**src/design/com_pkg.sv**
```systemverilog
package com_pkg;

    // Frame opcodes
    localparam logic [3:0] COM_READ = 4'h4;
    localparam logic [3:0] COM_DATA = 4'h5;

    // Cycles between an accepted send and the port strobe
    localparam int COM_LATENCY = 4;

    localparam int BUF_DEPTH = 16;
    localparam int BUF_AW    = 4;

    // -------------------------------------------------------------------------
    // Frame words
    // -------------------------------------------------------------------------

    typedef struct packed {
        logic [3:0] opcode;
        logic [3:0] addr;
        logic [7:0] len;
    } com_hdr_t;

    // Same 16 bits, header view or raw data view
    typedef union packed {
        com_hdr_t    hdr;
        logic [15:0] data;
    } com_word_u;

    // -------------------------------------------------------------------------
    // Buffer port and reply request
    // -------------------------------------------------------------------------

    typedef struct packed {
        logic              en;
        logic              we;
        logic [BUF_AW-1:0] addr;
        logic [15:0]       wdata;
    } buf_req_t;

    typedef struct packed {
        logic        gnt;
        logic [15:0] rdata;
    } buf_rsp_t;

    // One-cycle pulse from receiver to transmitter
    typedef struct packed {
        logic     valid;
        com_hdr_t hdr;
    } tx_req_t;

endpackage
```
**src/design/com_top.sv**
```systemverilog
`timescale 1ns/10ps

module com_top (
    input  logic               clk,
    input  logic               rst,

    input  logic               host_fs_send,
    input  com_pkg::com_hdr_t  host_hdr,
    output logic               host_fd_send,

    output logic               fs_com_send,
    input  logic               fd_com_send,
    output com_pkg::com_word_u com_tx_word,

    input  logic               fs_com_read,
    output logic               fd_com_read,
    input  com_pkg::com_word_u com_rx_word,

    output logic [7:0]         err_count
);

    import com_pkg::*;

    // Channel handshakes
    logic      fs_send;
    logic      fd_send;
    com_word_u send_word;
    logic      fs_read;
    logic      fd_read;

    // Buffer ports
    buf_req_t  rx_buf_req;
    buf_rsp_t  rx_buf_rsp;
    buf_req_t  tx_buf_req;
    buf_rsp_t  tx_buf_rsp;

    tx_req_t   reply;

    com_cs u_cs (
        .clk         (clk),
        .rst         (rst),
        .fs_send     (fs_send),
        .fd_send     (fd_send),
        .send_word   (send_word),
        .fs_read     (fs_read),
        .fd_read     (fd_read),
        .fs_com_send (fs_com_send),
        .fd_com_send (fd_com_send),
        .com_tx_word (com_tx_word),
        .fs_com_read (fs_com_read),
        .fd_com_read (fd_com_read)
    );

    com_tx u_tx (
        .clk          (clk),
        .rst          (rst),
        .tx_req       (reply),
        .host_fs_send (host_fs_send),
        .host_hdr     (host_hdr),
        .host_fd_send (host_fd_send),
        .fs_send      (fs_send),
        .fd_send      (fd_send),
        .send_word    (send_word),
        .buf_req      (tx_buf_req),
        .buf_rsp      (tx_buf_rsp)
    );

    com_rx u_rx (
        .clk         (clk),
        .rst         (rst),
        .fs_read     (fs_read),
        .fd_read     (fd_read),
        .com_rx_word (com_rx_word),
        .buf_req     (rx_buf_req),
        .buf_rsp     (rx_buf_rsp),
        .tx_req      (reply),
        .err_count   (err_count)
    );

    com_buf u_buf (
        .clk    (clk),
        .rst    (rst),
        .rx_req (rx_buf_req),
        .rx_rsp (rx_buf_rsp),
        .tx_req (tx_buf_req),
        .tx_rsp (tx_buf_rsp)
    );

endmodule

```
**src/design/com_buf.sv**
```systemverilog
`timescale 1ns/10ps

module com_buf (
    input  logic              clk,
    input  logic              rst,

    input  com_pkg::buf_req_t rx_req,
    output com_pkg::buf_rsp_t rx_rsp,

    input  com_pkg::buf_req_t tx_req,
    output com_pkg::buf_rsp_t tx_rsp
);

    import com_pkg::*;

    logic [15:0] mem [BUF_DEPTH];
    buf_req_t    sel;
    logic [15:0] rdata;

    // -------------------------------------------------------------------------
    // Fixed priority, receiver first
    // -------------------------------------------------------------------------

    always_comb begin
        if (rx_req.en) begin
            sel = rx_req;
        end else begin
            sel = tx_req;
        end
    end

    always_comb begin
        rx_rsp.gnt   = rx_req.en;
        rx_rsp.rdata = rdata;
        tx_rsp.gnt   = tx_req.en && !rx_req.en;
        tx_rsp.rdata = rdata;
    end

    // -------------------------------------------------------------------------
    // Storage
    // -------------------------------------------------------------------------

    always_ff @(posedge clk or posedge rst) begin
        if (rst) begin
            for (int i = 0; i < BUF_DEPTH; i++) begin
                mem[i] <= '0;
            end
        end else if (sel.en && sel.we) begin
            mem[sel.addr] <= sel.wdata;
        end
    end

    // Read data one cycle after the grant
    always_ff @(posedge clk) begin
        if (sel.en && !sel.we) begin
            rdata <= mem[sel.addr];
        end
    end

endmodule

```
**src/design/com_rx.sv**
```systemverilog
`timescale 1ns/10ps

module com_rx (
    input  logic               clk,
    input  logic               rst,

    input  logic               fs_read,
    output logic               fd_read,
    input  com_pkg::com_word_u com_rx_word,

    output com_pkg::buf_req_t  buf_req,
    input  com_pkg::buf_rsp_t  buf_rsp,

    output com_pkg::tx_req_t   tx_req,
    output logic [7:0]         err_count
);

    import com_pkg::*;

    typedef enum logic [1:0] {
        RX_HDR,
        RX_DATA,
        RX_WRITE,
        RX_ACK
    } state_t;

    state_t            state;
    com_hdr_t          hdr;
    logic [BUF_AW-1:0] cur_addr;
    logic [7:0]        remain;

    // Only meaningful while in RX_HDR
    assign hdr = com_rx_word.hdr;

    assign fd_read = (state == RX_ACK);

    // The remote holds its word until fd_com_read, so no copy is kept
    always_comb begin
        buf_req.en    = (state == RX_WRITE);
        buf_req.we    = 1'b1;
        buf_req.addr  = cur_addr;
        buf_req.wdata = com_rx_word.data;
    end

    always_ff @(posedge clk or posedge rst) begin
        if (rst) begin
            state     <= RX_HDR;
            cur_addr  <= '0;
            remain    <= '0;
            tx_req    <= '0;
            err_count <= '0;
        end else begin
            tx_req.valid <= 1'b0;
            case (state)
                RX_HDR: begin
                    if (fs_read) begin
                        case (hdr.opcode)
                            COM_DATA: begin
                                cur_addr <= hdr.addr;
                                remain   <= hdr.len;
                            end
                            COM_READ: begin
                                tx_req.valid <= 1'b1;
                                tx_req.hdr   <= hdr;
                            end
                            default: begin
                                if (err_count != 8'hff) begin
                                    err_count <= err_count + 8'd1;
                                end
                            end
                        endcase
                        state <= RX_ACK;
                    end
                end
                RX_DATA: begin
                    if (fs_read) begin
                        state <= RX_WRITE;
                    end
                end
                RX_WRITE: begin
                    if (buf_rsp.gnt) begin
                        cur_addr <= cur_addr + BUF_AW'(1);
                        remain   <= remain - 8'd1;
                        state    <= RX_ACK;
                    end
                end
                RX_ACK: begin
                    if (!fs_read) begin
                        if (remain != 8'd0) begin
                            state <= RX_DATA;
                        end else begin
                            state <= RX_HDR;
                        end
                    end
                end
                default: state <= RX_HDR;
            endcase
        end
    end

endmodule

```
**src/design/com_tx.sv**
```systemverilog
`timescale 1ns/10ps

module com_tx (
    input  logic               clk,
    input  logic               rst,

    input  com_pkg::tx_req_t   tx_req,

    input  logic               host_fs_send,
    input  com_pkg::com_hdr_t  host_hdr,
    output logic               host_fd_send,

    output logic               fs_send,
    input  logic               fd_send,
    output com_pkg::com_word_u send_word,

    output com_pkg::buf_req_t  buf_req,
    input  com_pkg::buf_rsp_t  buf_rsp
);

    import com_pkg::*;

    typedef enum logic [2:0] {
        TX_IDLE,
        TX_SEND,
        TX_END,
        TX_FETCH,
        TX_LOAD,
        TX_HOST_DONE
    } state_t;

    state_t            state;
    tx_req_t           pend;
    com_hdr_t          start_hdr;
    logic [BUF_AW-1:0] cur_addr;
    logic [7:0]        remain;
    logic              is_host;

    assign fs_send      = (state == TX_SEND);
    assign host_fd_send = (state == TX_HOST_DONE);

    // A pending reply goes before the host
    assign start_hdr = pend.valid ? pend.hdr : host_hdr;

    always_comb begin
        buf_req.en    = (state == TX_FETCH);
        buf_req.we    = 1'b0;
        buf_req.addr  = cur_addr;
        buf_req.wdata = '0;
    end

    always_ff @(posedge clk or posedge rst) begin
        if (rst) begin
            pend <= '0;
        end else if (tx_req.valid) begin
            pend <= tx_req;
        end else if (state == TX_IDLE) begin
            pend.valid <= 1'b0;
        end
    end

    always_ff @(posedge clk or posedge rst) begin
        if (rst) begin
            state    <= TX_IDLE;
            cur_addr <= '0;
            remain   <= '0;
            is_host  <= 1'b0;
        end else begin
            case (state)
                TX_IDLE: begin
                    if (pend.valid || host_fs_send) begin
                        cur_addr <= start_hdr.addr;
                        remain   <= start_hdr.len;
                        is_host  <= !pend.valid;
                        state    <= TX_SEND;
                    end
                end
                TX_SEND: begin
                    if (fd_send) begin
                        state <= TX_END;
                    end
                end
                TX_END: begin
                    if (!fd_send) begin
                        if (remain != 8'd0) begin
                            state <= TX_FETCH;
                        end else if (is_host) begin
                            state <= TX_HOST_DONE;
                        end else begin
                            state <= TX_IDLE;
                        end
                    end
                end
                TX_FETCH: begin
                    if (buf_rsp.gnt) begin
                        cur_addr <= cur_addr + BUF_AW'(1);
                        remain   <= remain - 8'd1;
                        state    <= TX_LOAD;
                    end
                end
                TX_LOAD: state <= TX_SEND;
                TX_HOST_DONE: begin
                    if (!host_fs_send) begin
                        state <= TX_IDLE;
                    end
                end
                default: state <= TX_IDLE;
            endcase
        end
    end

    // Header built as hdr, payload loaded as raw data
    always_ff @(posedge clk) begin
        if (state == TX_IDLE) begin
            send_word.hdr.opcode <= COM_DATA;
            send_word.hdr.addr   <= start_hdr.addr;
            send_word.hdr.len    <= start_hdr.len;
        end else if (state == TX_LOAD) begin
            send_word.data <= buf_rsp.rdata;
        end
    end

endmodule

```
**src/design/com_cs.sv**
```systemverilog
`timescale 1ns/10ps

module com_cs (
    input  logic               clk,
    input  logic               rst,

    input  logic               fs_send,
    output logic               fd_send,
    input  com_pkg::com_word_u send_word,
    output logic               fs_read,
    input  logic               fd_read,

    output logic               fs_com_send,
    input  logic               fd_com_send,
    output com_pkg::com_word_u com_tx_word,
    input  logic               fs_com_read,
    output logic               fd_com_read
);

    import com_pkg::*;

    typedef enum logic [3:0] {
        MAIN_IDLE,
        MAIN_WAIT,
        SEND_IDLE,
        SEND_WORK,
        SEND_WAIT,
        SEND_DONE,
        READ_WAIT,
        READ_DONE
    } state_t;

    state_t     state;
    state_t     next_state;
    logic [7:0] num;
    logic       lat_done;
    logic       accept_send;

    assign fs_com_send = (state == SEND_WAIT);
    assign fd_send     = (state == SEND_DONE);
    assign fs_read     = (state == READ_WAIT);
    assign fd_com_read = (state == READ_DONE);

    // Remote read wins over a local send
    assign accept_send = (state == MAIN_WAIT) && fs_send && !fs_com_read;

    assign lat_done = (int'(num) + 1 >= COM_LATENCY);

    always_ff @(posedge clk or posedge rst) begin
        if (rst) begin
            state <= MAIN_IDLE;
        end else begin
            state <= next_state;
        end
    end

    // Latency counter, held once the spacing is met
    always_ff @(posedge clk or posedge rst) begin
        if (rst) begin
            num <= '0;
        end else if (state != SEND_WORK) begin
            num <= '0;
        end else if (!lat_done) begin
            num <= num + 8'd1;
        end
    end

    always_ff @(posedge clk) begin
        if (accept_send) begin
            com_tx_word <= send_word;
        end
    end

    always_comb begin
        next_state = state;
        case (state)
            MAIN_IDLE: next_state = MAIN_WAIT;
            MAIN_WAIT: begin
                if (fs_com_read) begin
                    next_state = READ_WAIT;
                end else if (fs_send) begin
                    next_state = SEND_IDLE;
                end
            end

            SEND_IDLE: next_state = SEND_WORK;
            SEND_WORK: begin
                // Previous word must be fully released by the remote
                if (lat_done && !fd_com_send) begin
                    next_state = SEND_WAIT;
                end
            end
            SEND_WAIT: begin
                if (fd_com_send) begin
                    next_state = SEND_DONE;
                end
            end
            SEND_DONE: begin
                if (!fs_send) begin
                    next_state = MAIN_WAIT;
                end
            end

            READ_WAIT: begin
                if (fd_read) begin
                    next_state = READ_DONE;
                end
            end
            READ_DONE: begin
                if (!fs_com_read && !fd_read) begin
                    next_state = MAIN_WAIT;
                end
            end

            default: next_state = MAIN_IDLE;
        endcase
    end

endmodule

```
**config.mk**
```make
export PLATFORM = sky130hd
export DESIGN_NAME = com_top
export DESIGN_NICKNAME = d
export VERILOG_FILES = /design/src/design/com_pkg.sv /design/src/design/com_top.sv /design/src/design/com_buf.sv /design/src/design/com_rx.sv /design/src/design/com_tx.sv /design/src/design/com_cs.sv
export SDC_FILE = /design/constraint.sdc
export NUM_CORES = 1
export LEC_CHECK = 0
export ABC_AREA = 0
export BUFFER_PORTS_ARGS = -buffer_cell sky130_fd_sc_hd__buf_2
export CAP_MARGIN = 10
export CORE_MARGIN = 2
export CORE_UTILIZATION = 40
export CTS_CLUSTER_DIAMETER = 120
export DETAILED_ROUTE_END_ITERATION = 12
export PLACE_DENSITY_LB_ADDON = 0.15
export SLEW_MARGIN = 20
export SYNTH_ARGS = -nofsm -noshare
export SYNTH_HDL_FRONTEND = slang
export SYNTH_HIERARCHICAL = 1
export SYNTH_SLANG_ARGS = --single-unit
```
**constraint.sdc**
```tcl
create_clock -name clk -period 9.6 [get_ports clk]
set_input_delay 0.48 -clock clk [delete_from_list [all_inputs] [get_ports clk]]
set_output_delay 0.48 -clock clk [all_outputs]
set_load 0.02 [all_outputs]
```
==> results.txt, run 1 <==
The flow ran to the end, and the final reports show no timing, DRC or antenna violations. The first-pass iteration count of the detailed router came out at 5. In this run the critical register-to-register path is launched from u_rx/state[0].

The final standard cell utilization of the core came out at 44.3%. The average size of a mapped cell came out at 12.4 sq um. Broken down by cell family, the worst path's largest delay share belongs to simple AND/OR/NAND/NOR gates. The worst stage delay on the critical path came out at ~860 ps. Registers take 9680 sq um. The final layout contains 1503 nets. The highest net fanout along the worst path came out at 56. The cell-internal power came out at 3.76 mW.

The count of vias placed by the detailed router is 11800. The synthesized instance count came out at 1472. The mapped cell area came out at 18300 sq um. The most critical setup path has its startpoint at u_rx/state[0].

Dividing the detail-routed wire length by the instance count gives 23.1 um. Clock-pin slew was measured on the worst setup and hold paths at 50 ps. The number of sinks driven by the clock tree came out at between 300 and 400. Across all hold checks on the routed design, the worst slack comes to 242 ps. The proportion of power drawn by flip-flops and latches came out at 41.8%. The slowest cell on the critical path is sky130_fd_sc_hd__and3b_2. The die is 218 um wide. For this run, the number of Yosys warnings is 6. At the end of routability-driven placement, the weighted congestion stood at 0.788. Walking the worst path, the cells encountered are nand2b_1 > inv_2 > buf_4 > and3b_2 > or2_2 > nand3_2 > mux2_2. The fraction of power spent switching nets came out at ~34%. The count of nets left with antenna violations once routing finished came out at 0. The largest net degree at the start of global routing is 122.

For this design the static power due to leakage is 9.21 nW. The clock passes through at most 3 buffers. In this run the core area contains 78 standard-cell rows. The pin slew with the least headroom to its limit is roughly 1100 ps. The post-DP HPWL came out at about 28 mm.

The number of setup violations in the final report is 0. Compared with the post-synthesis result, the final layout area differs by 9.49%. After detailed routing, the number of remaining DRC violations is 0. The fraction of layout cells with a size suffix above 1 came out at 32.8%. The number of antenna violations at the first check in global routing came out at 1. Clock tree synthesis inserted a total of 44 buffers. The H-tree level count came out at 2.

The final worst clock skew is 25.3 ps. The total length of routed wires came out at 48.3 mm. After routing, the total negative slack on setup checks comes to 0 ps. Of the total power, combinational logic draws 30.1%. The min-delay analysis places its worst path in the category in2reg. The first-pass GRT wire length is 73.2 mm. The diode insertion count for antenna repair is 0.

Subtracting the final worst setup slack from the clock period gives 4220 ps. In this run, the number of DRC markers left after iteration 0 of detailed routing was approximately 780. The power share of the clock group is between 20% and 30%. The endpoint required time on the critical path came out at 10040 ps. In this run the most critical hold path is launched from com_rx_word[8]. The die covers 47500 sq um.

The worst slew slack as a fraction of its limit is ~29%. The number of buffer cells added on primary ports came out at 59. The total of max-cap violations is 0. The placeable core area is 45300 sq um.

The type of the setup path with the least slack is reg2reg. Setup repair after global routing left no endpoint under its margin. The die span in y came out at 218 um.

Timing would allow up to about 0.24 GHz. The power per cell area is 284 nW/um^2. The top-level I/O count is 64.

The worst setup path is launched from a register. The overflow left after global routing came out at 0. The starting utilization of the core area came out at 40.4%. After layout, the design draws a total of between 5 and 6 mW. The total setup buffers inserted after CTS is 0. The total placed instance area came out at 18700 sq um. The critical path arrival came out at 4660 ps. TritonCTS built the clock tree. The number of buffers and inverters on the critical path is 2. STA classifies the critical path endpoint as a register.

The clock latency at the later pin of the worst-skew pair came out at 580 ps. The max-slew violation total from the final report is 0. The peak ir drop on the vdd network is 0.179 mV.

The multi-input combinational cell area came out at 7690 sq um. The number of inserted filler cells in the final layout is 4253. The via count of the first global-routing pass came out at approximately 12000. CTS placed an instance of sky130_fd_sc_hd__clkbuf_16 at the clock tree root.

Global routing used 20.5% of the available tracks. The number of vias per cell after detailed routing is 5.63. The final critical path takes up 44.0% of the cycle. The final count of hold timing violations is 0.

After routing the design area is 20100 sq um. The net switching component of the power came out at 1.94 mW.
==> what timing repair did <==
action                                 CTS  global route
gates resized for setup                  0             0
endpoints found under the hold margin   21             0
hold buffers                             1             0
==> through the flow <==
stage	instances	worst slack [ps]
finish	2092	5380
global route	2092	5140
CTS	2092	5370
detailed placement	2012	5380
global placement	2012	5460
floorplan	1488	2080
==> registers in the layout, summed over array words and instances (netlist names), 8 cells and up <==
name              count
u_rx/err_count        8
u_buf/mem           256
u_tx/remain           8
u_tx/send_word       16
u_tx/pend            13
u_cs/num              8
u_buf/rdata          16
u_rx/tx_req          13
u_rx/remain           8
u_cs/com_tx_word     16
==> layout make-up <==
| class | instances | area share (%) |
|---|---|---|
| Sequential cell | 379 | 48.3 |
| Inverter | 23 | 0.468 |
| Tap cell | 600 | 3.74 |
| Multi-Input combinational cell | 930 | 38.4 |
| Clock buffer | 63 | 6.15 |
| Timing Repair Buffer | 81 | 2.33 |
| Clock inverter | 16 | 0.655 |
==> routing by layer <==
| metal | vias to the layer above | share of wire (%) | GRT usage, % |
|---|---|---|---|
| li1 | 5340 | - | - |
| met1 | 6055 | 47 | 28.3 |
| met2 | 291 | 45 | 31.9 |
| met3 | 95 | 5.0 | 4.27 |
| met4 | 0 | 3.4 | 7.76 |
| met5 | - | 0 | 0 |
==> final timing paths <==
| kind | end | slack, ps | cells after the start |
|---|---|---|---|
| setup / recovery | u_buf/mem[153] | 5380 | 7 |
| hold / removal | u_rx/tx_req[8] | 240 | 2 |
| min in group asynchronous | u_tx/cur_addr[0] | 530 | 3 |
| max in group asynchronous | u_buf/mem[237] | 7600 | 4 |
| setup reg to reg | u_buf/mem[153] | 5380 | 7 |
| hold reg to reg | u_cs/com_tx_word[7] | 420 | 0 |
==> power by group through the flow <==
stage	registers, mW	clock network [mW]	logic (mW)
2_1_floorplan	2.32	0	1.33
3_3_place_gp	2.39	0	1.68
3_5_place_dp	2.40	0	1.71
4_1_cts	2.38	1.66	1.72
5_1_grt	2.44	1.73	1.85
6_report	2.38	1.60	1.71
==> cells in the final DEF, fill, tap and decap left out, drive strengths merged, types with 4 or more instances in the layout <==
| master | instances |
|---|---|
| a211oi | 4 |
| a21oi | 44 |
| a22o | 4 |
| a31oi | 8 |
| a41oi | 32 |
| and2 | 9 |
| and3 | 9 |
| and3b | 5 |
| buf | 80 |
| clkbuf | 63 |
| clkinv | 11 |
| conb | 18 |
| dfrtp | 331 |
| dfxtp | 4 |
| edfxtp | 44 |
| ha | 7 |
| inv | 25 |
| mux2 | 300 |
| mux2i | 81 |
| nand2 | 24 |
| nand2b | 10 |
| nand3 | 27 |
| nand4 | 4 |
| nor2 | 45 |
| nor2b | 4 |
| nor3 | 16 |
| nor3b | 7 |
| o21ai | 154 |
| o22ai | 37 |
| or2 | 10 |
| or4 | 20 |
| xnor2 | 5 |
(Power assumes the default switching activity.)
==> run 2: changes to the inputs <==
Settings changed: ABC_AREA 0 to 1.
Clock period 9.6 ns to 3.88 ns, I/O delays scaled along.
==> run 2 against run 1 <==
Effect of this change: largest power group unchanged; worst hold slack worse by 180 ps; global-route usage up 0.48 points; critical path type unchanged; critical path depth is 4 higher; highest routed layer unchanged; utilization is 0.87 points higher; maximum frequency grew 35%; first-iteration DRC count grew 35%; via count rose by 31%; die area rose by 3.9%; synthesized cell count increased by 67%; area after synthesis up 4.0%; clock power grew to 2.6 times the previous value.
==> results.txt, run 2 <==
The first-iteration detailed-routing DRC count came out at between 1000 and 1500. The multi-input combinational cell area came out at 7870 sq um. The total number of nets in the final design came out at ~2500. The first global-routing pass estimated 82.3 mm of wire. Clock-pin slew was measured on the worst setup and hold paths at ~60 ps. The register with the most flip-flops in the layout has 256 of them. The clock latency at the later pin of the worst-skew pair is 570 ps.

The fraction of power spent switching nets came out at between 40 and 50%. The final cycle utilization of the critical path is roughly four fifths. In this run the clock root is driven by a sky130_fd_sc_hd__clkbuf_16. The final count of hold timing violations came out at 0. The worst hold path cell count came out at 5. The number of vias per cell after detailed routing came out at 5.00. The H-tree was split into 2 levels. The post-detailed-route DRC marker count is 0. The max-slew violation total from the final report came out at 0. The top-level I/O count came out at 64. The average size of a mapped cell is between 7 and 8 sq um. The total routing resource utilization after global routing is around a fifth. The routed design has approximately 50 mm of wire.

Across all layers, the routed design uses 15400 vias. The category of the worst setup path capture point is a register. The leading cell type in the layout, fill and taps excluded is sky130_fd_sc_hd__nand2_1. For this design the total switching power over the nets is 6.55 mW. The design draws roughly 16 mW. The worst setup path is launched from a register. Setup repair after global routing left no endpoint under its margin. The shortest clock period the worst path allows after layout is 3130 ps. The critical path arrival came out at approximately 3600 ps. The largest net degree at the start of global routing is 130.

The number of buffers created by CTS is 44. TritonCTS built the clock tree. The slowest stage of the critical path is the sky130_fd_sc_hd__dfrtp_1 cell.

In this run the critical register-to-register path is captured at u_buf/mem[36]. For this run, the top clock speed supported by timing is 0.319 GHz. The remaining number of nets flagged by the antenna check after routing is 0.

The first-pass iteration count of the detailed router is 6. The signed area change from the synthesized netlist to the final layout came out at 10.9%. The clock drives ~380 sinks.

The overflow left after global routing is 0. The worst setup path is of the reg2reg kind. Dividing total power by cell area gives a power density of about 770 nW/um^2. Combinational cells account for 36.7% of the total power.

The number of inserted filler cells in the final layout came out at 4707. The number of synthesis warnings came out at 6. The slack of the worst reg-to-reg path is 750 ps. The worst hold path belongs to the class in2reg.

In this run the core area contains 79 standard-cell rows. The via count of the first global-routing pass is approximately 15000. The tightest hold margin is slightly above 60 ps. The weighted congestion at the end of routability-driven global placement came out at 0.860.

Setup violations remaining at the end of the flow were counted as 0. The synthesized instance count is 2459. The fraction of layout cells with a size suffix above 1 is 9.60%. The number of buffer cells added on primary ports came out at 59.

For this run, the slowest stage of the critical path takes about 380 ps. The placeable core area came out at 46800 sq um. Counting stages on the worst path, the most repeated cell is sky130_fd_sc_hd__inv_2. The critical path starts at u_rx/state[0].

The starting utilization of the core area came out at 40.7%. The register cell area after layout is 9680 sq um. The cell-internal power is just under 10 mW. At the pin with the least slew margin, the transition time is around 900 ps. The number of antenna violations at the first check in global routing came out at 0. Data on the critical path is required at its endpoint by 4310 ps.

The static leakage is 10.6 nW. The number of cells on the worst reg-to-reg path came out at 11. No sink is reached through more buffers than the 3 on the longest clock path. The total of max-cap violations is 0.

The peak ir drop on the vdd network is 0.537 mV. Setup total negative slack on the finished layout was measured at 0 ps. The proportion of power drawn by flip-flops and latches is 38.1%. The largest register by flop count is u_buf/mem. The highest net fanout along the worst path came out at 22. The final worst clock skew is between 20 and 25 ps. The mapped cell area is 19000 sq um. The critical path goes through inv_2 > nand2_2 > inv_2 > inv_2 > nand2_2 > nand2_4 > nor3_2 > nand2_1 > buf_4 > nand2_1 > o21ai_0.

The post-DP HPWL came out at 31.2 mm. The worst slew slack as a fraction of its limit came out at 40.9%. The power share of the clock group came out at 25.2%.

0 antenna diodes ended up in the layout. The library cells used most frequently in the layout, excluding fill and tap cells, are sky130_fd_sc_hd__nand2_1 (1093), sky130_fd_sc_hd__dfrtp_1 (331), sky130_fd_sc_hd__o21ai_1 (194). Following the worst setup path forward leads to its endpoint at u_buf/mem[36]. The run finished with clean final reports. The area of the die came out at 49400 sq um. The startpoint identified for the worst register-to-register timing path is u_rx/state[0]. In the final routed layout, each cell accounts on average for about 17 um. The die is 222 um wide. The die is between 200 and 250 um tall.
run 2: cell count changes in the layout (fill, tap and decap cells not counted), sizes merged, moves of 32 or more:
cell   change
a41oi     -32
nand2   +1090
inv       +99
a21oi     -37
o21ai    +170
mux2i     -65
nand3    +147
mux2     -300
o22ai     -34
run 2: stage by stage:
stage | instances | setup WS, ps | instance area [sq um] | utilization, %
final | 3085 | 746 | 21100 | 45.2
after global routing | 3085 | 470 | 21100 | 45.2
after CTS | 3085 | 727 | 21100 | 45.2
after detailed placement | 2994 | 773 | 19600 | 41.8
after global placement | 2994 | 800 | 19600 | 41.8
after floorplan | 2475 | 314 | 19100 | -
run 2: cell type report:
class / instances / area share, %
clock buffers: 65 / 6.07
inverters: 125 / 2.25
repair buffers: 123 / 4.26
clock inverters: 12 / 0.658
flip-flops and latches: 379 / 45.9
well taps: 607 / 3.60
multi-input cells: 1774 / 37.3
run 2: critical path, delay by kind of cell, from the launching register on:
family / cells / cell delay (ps)
and+or+nand+nor: 6 / 1580
buffers and inverters: 4 / 920
DFF: 1 / 380
AOI/OAI and AO/OA: 1 / 70
run 2: worst min path at each step:
stage	startpoint	to	slack [ps]
after floorplan	rst	u_cs/num[0]	50
after global placement	rst	u_buf/mem[19]	180
after detailed placement	rst	u_buf/mem[19]	180
after CTS	host_hdr[9]	u_tx/cur_addr[1]	40
after global routing	host_hdr[9]	u_tx/cur_addr[1]	80
final	host_hdr[9]	u_tx/cur_addr[1]	60
run 2: repair_timing:
action / CTS / global route
resized for setup: 0 / 0
hold endpoints to repair: 177 / 0
hold buffers: 14 / 0
setup buffers: 0 / 0
run 2: power groups by stage:
stage	Combinational (mW)	Sequential [mW]	Clock (mW)
global placement	5.88	6.23	0
finish	5.97	6.21	4.11
global route	6.79	6.39	4.37
CTS	6.00	6.21	4.23
floorplan	4.46	6.09	0
detailed placement	5.97	6.26	0
run 2: layer usage:
layer | GRT usage (%) | part of all wire (%) | vias up
li1 | - | - | 7713
met1 | 28.3 | 46 | 7297
met2 | 35.5 | 47 | 334
met3 | 2.63 | 4.1 | 74
met4 | 6.43 | 2.4 | 0
met5 | 0 | 0 | -
==> run 3: changes to the inputs <==
Settings changed: ABC_AREA 1 to 0.
Clock period 3.88 ns to 2.8 ns, I/O delays scaled along.
==> run 3 against run 2 <==
Effect of this change: maximum frequency is 15% higher; clock skew is 6.4 ps lower; cell count is 30% lower.
==> results.txt, run 3 (same netlist as run 1, synthesis figures left out) <==
The flow ran to the end, and the final reports show no timing, DRC or antenna violations. For this design, the slowest cell found on the critical path is sky130_fd_sc_hd__or4_1. The number of inserted filler cells in the final layout came out at 4191.

The net switching component of the power came out at 6.76 mW. The worst hold path belongs to the class in2reg. The top routing layer in use is met4. The first-iteration detailed-routing DRC count is 853. Leaving out fill and tap cells, the most frequent cell in the layout is sky130_fd_sc_hd__dfrtp_1.

TritonCTS built the clock tree. The total of max-cap violations came out at 0. The final count of hold timing violations was 0. The number of flip-flops under the largest register name came out at 256.

The remaining number of nets flagged by the antenna check after routing came out at 0. Setup violations remaining at the end of the flow were counted as 0. The max-slew violation total from the final report came out at 0. The multi-input combinational cell area came out at 7710 sq um. For this run, the top clock speed supported by timing is between 0.3 and 0.4 GHz.

STA puts the critical path data required time at around 3000 ps. The power share of the clock group is between 20% and 30%. The die width came out at 218 um. The overflow left after global routing came out at 0. The total non-filler cell area in the finished layout came out at 20900 sq um. After the last flow step, the layout net total stands at between 1500 and 2000. CTS saw 379 sinks.

The number of cells on the worst reg-to-reg path is 8. Of the total power, the share spent switching nets is 33.9%. TritonCTS created 43 clock buffers. Walking the worst path, the cells encountered are nand2b_1 > clkinv_2 > buf_4 > mux2i_4 > buf_12 > mux2i_2 > o22ai_1 > or4_1. The final worst clock skew is 15.9 ps. The die span in y is 218 um. The register cell area after layout came out at between 9000 and 10000 sq um. The worst slew slack as a fraction of its limit is 39.1%.

The number of buffers and inverters on the critical path came out at 3. The clock root buffer is sky130_fd_sc_hd__clkbuf_16. The worst setup path is launched from a register. The internal portion of the total power is 13.2 mW. The clock period could shrink to 2720 ps. The number of antenna violations at the first check in global routing came to 0. 0 antenna diodes ended up in the layout.

Wire segments on met2 add up to 23.1 mm in the final route. The placeable core area came out at 45300 sq um. The area of the die is about 48000 sq um. After clock tree synthesis, the clock-pin slew on the worst setup and hold paths is 60 ps. The final standard cell utilization of the core is 46.1%. The standard-cell row count is 78. The proportion of power drawn by flip-flops and latches is roughly two fifths.

The post-detailed-route DRC marker count is 0. The first-pass GRT wire length is 75.5 mm. The first-pass iteration count of the detailed router came out at 5.

The count of vias placed by the detailed router is roughly 12000. The clock latency at the later pin of the worst-skew pair is around 570 ps. In this run the power density over the cells is between 900 and 1000 nW/um^2. The total length of routed wires came out at 50.0 mm. Setup repair after global routing could not meet its margin everywhere.

The worst hold path cell count is 3. The H-tree level count came out at 2. The tightest hold margin came out at ~36 ps. For this run, the total global-route usage over all layers was measured as 21.2%. In this design, the stage delay of the slowest critical-path cell is approximately 580 ps. The weighted congestion at the end of routability-driven global placement came out at 0.779. The largest net degree at the start of global routing is 90. In the final layout, the share of cells above drive strength 1 is a little over a third.

Adding up every negative setup slack in the final design gives 0 ps. The critical path arrival is roughly 3000 ps. The length of routed met3 wiring is roughly 2.5 mm. The cell family contributing the most delay on the critical path is simple AND/OR/NAND/NOR gates. The combinational fraction of design power came out at 32.9%.

For the pin with the worst max-slew slack, the measured transition is ~900 ps. The type of the setup path with the least slack is reg2reg. After detailed routing, the wire length on met1 is approximately 23 mm. The top cell types in the final layout, fill and taps aside, are sky130_fd_sc_hd__dfrtp_1 (331), sky130_fd_sc_hd__mux2_2 (282), sky130_fd_sc_hd__o21ai_0 (145). Relative to the synthesized area, the layout overhead comes to 14.1%. The instance count on the critical path is 8.

The per-cell routed wire length is 23.1 um. The post-DP HPWL is 32.0 mm. The worst setup path is captured at a register. For this design the static power due to leakage is 9.66 nW. Ranked by flip-flop count, first place goes to u_buf/mem.

The final cycle utilization of the critical path came out at 97.0%. In this run the count of I/O pins placed on the die edge is 64. The highest net fanout along the worst path came out at 28.

The starting utilization of the core area came out at 40.4%. IR analysis of the VDD net gives a maximum drop of 0.485 mV. No sink is reached through more buffers than the 3 on the longest clock path. In this run the cell area measured after placement is 19400 sq um. The number of buffer cells added on primary ports came out at 59.

The via count of the first global-routing pass came out at 12100. The number of vias per cell after detailed routing is between 5 and 6.
run 3: per-layer routing:
layer / up-vias / GRT usage (%)
li1: 5500 / -
met1: 6189 / 29.9
met2: 315 / 33.6
met3: 76 / 2.97
met4: 0 / 7.32
met5: - / 0
run 3: path summary, 6_finish.rpt:
| path | startpoint | endpoint | slack (ps) |
|---|---|---|---|
| worst max-delay path | u_rx/state[0] | u_buf/rdata[14] | 80 |
| worst max register to register | u_rx/state[0] | u_buf/rdata[14] | 80 |
| worst min-delay path | host_hdr[4] | u_tx/send_word[4] | 40 |
| worst min register to register | u_tx/send_word[4] | u_cs/com_tx_word[4] | 420 |
| min in group asynchronous | rst | u_cs/state[0] | 230 |
| max in group asynchronous | rst | u_buf/mem[177] | 1580 |
run 3: power by group through the flow:
stage	combinational, mW	sequential (mW)	clock, mW
detailed placement	6.38	8.20	0
finish	6.56	8.13	5.25
CTS	6.43	8.11	5.39
global route	7.07	8.31	5.61
global placement	6.28	8.14	0
floorplan	4.58	7.95	0
run 3: area by class of cell:
class                           count  area share, %
Timing Repair Buffer              163           6.52
Tap cell                          600           3.59
Inverter                           23          0.437
Clock buffer                       64           6.01
Sequential cell                   379           46.4
Multi-Input combinational cell    930           36.9
Clock inverter                      7          0.198
run 3: through the flow:
stage | power, mW | cells | setup WS, ps
floorplan | 12.5 | 1488 | -712
global placement | 14.4 | 2075 | -106
detailed placement | 14.6 | 2075 | -201
CTS | 19.9 | 2164 | 21.0
global route | 21.0 | 2166 | -17.7
finish | 19.9 | 2166 | 84.1
run 3: tightest hold or removal path, cell delays in order:
cell and delay, ps:
sky130_fd_sc_hd__buf_2 90, sky130_fd_sc_hd__mux2i_1 110, sky130_fd_sc_hd__a21oi_1 140
run 3: repair_timing:
item	in CTS	in global routing
gates cloned	0	1
hold buffers	17	0
setup buffers	1	1
endpoints found under the setup margin	32	36
resized for setup	0	4
pin swaps	2	0
hold endpoints to repair	97	0
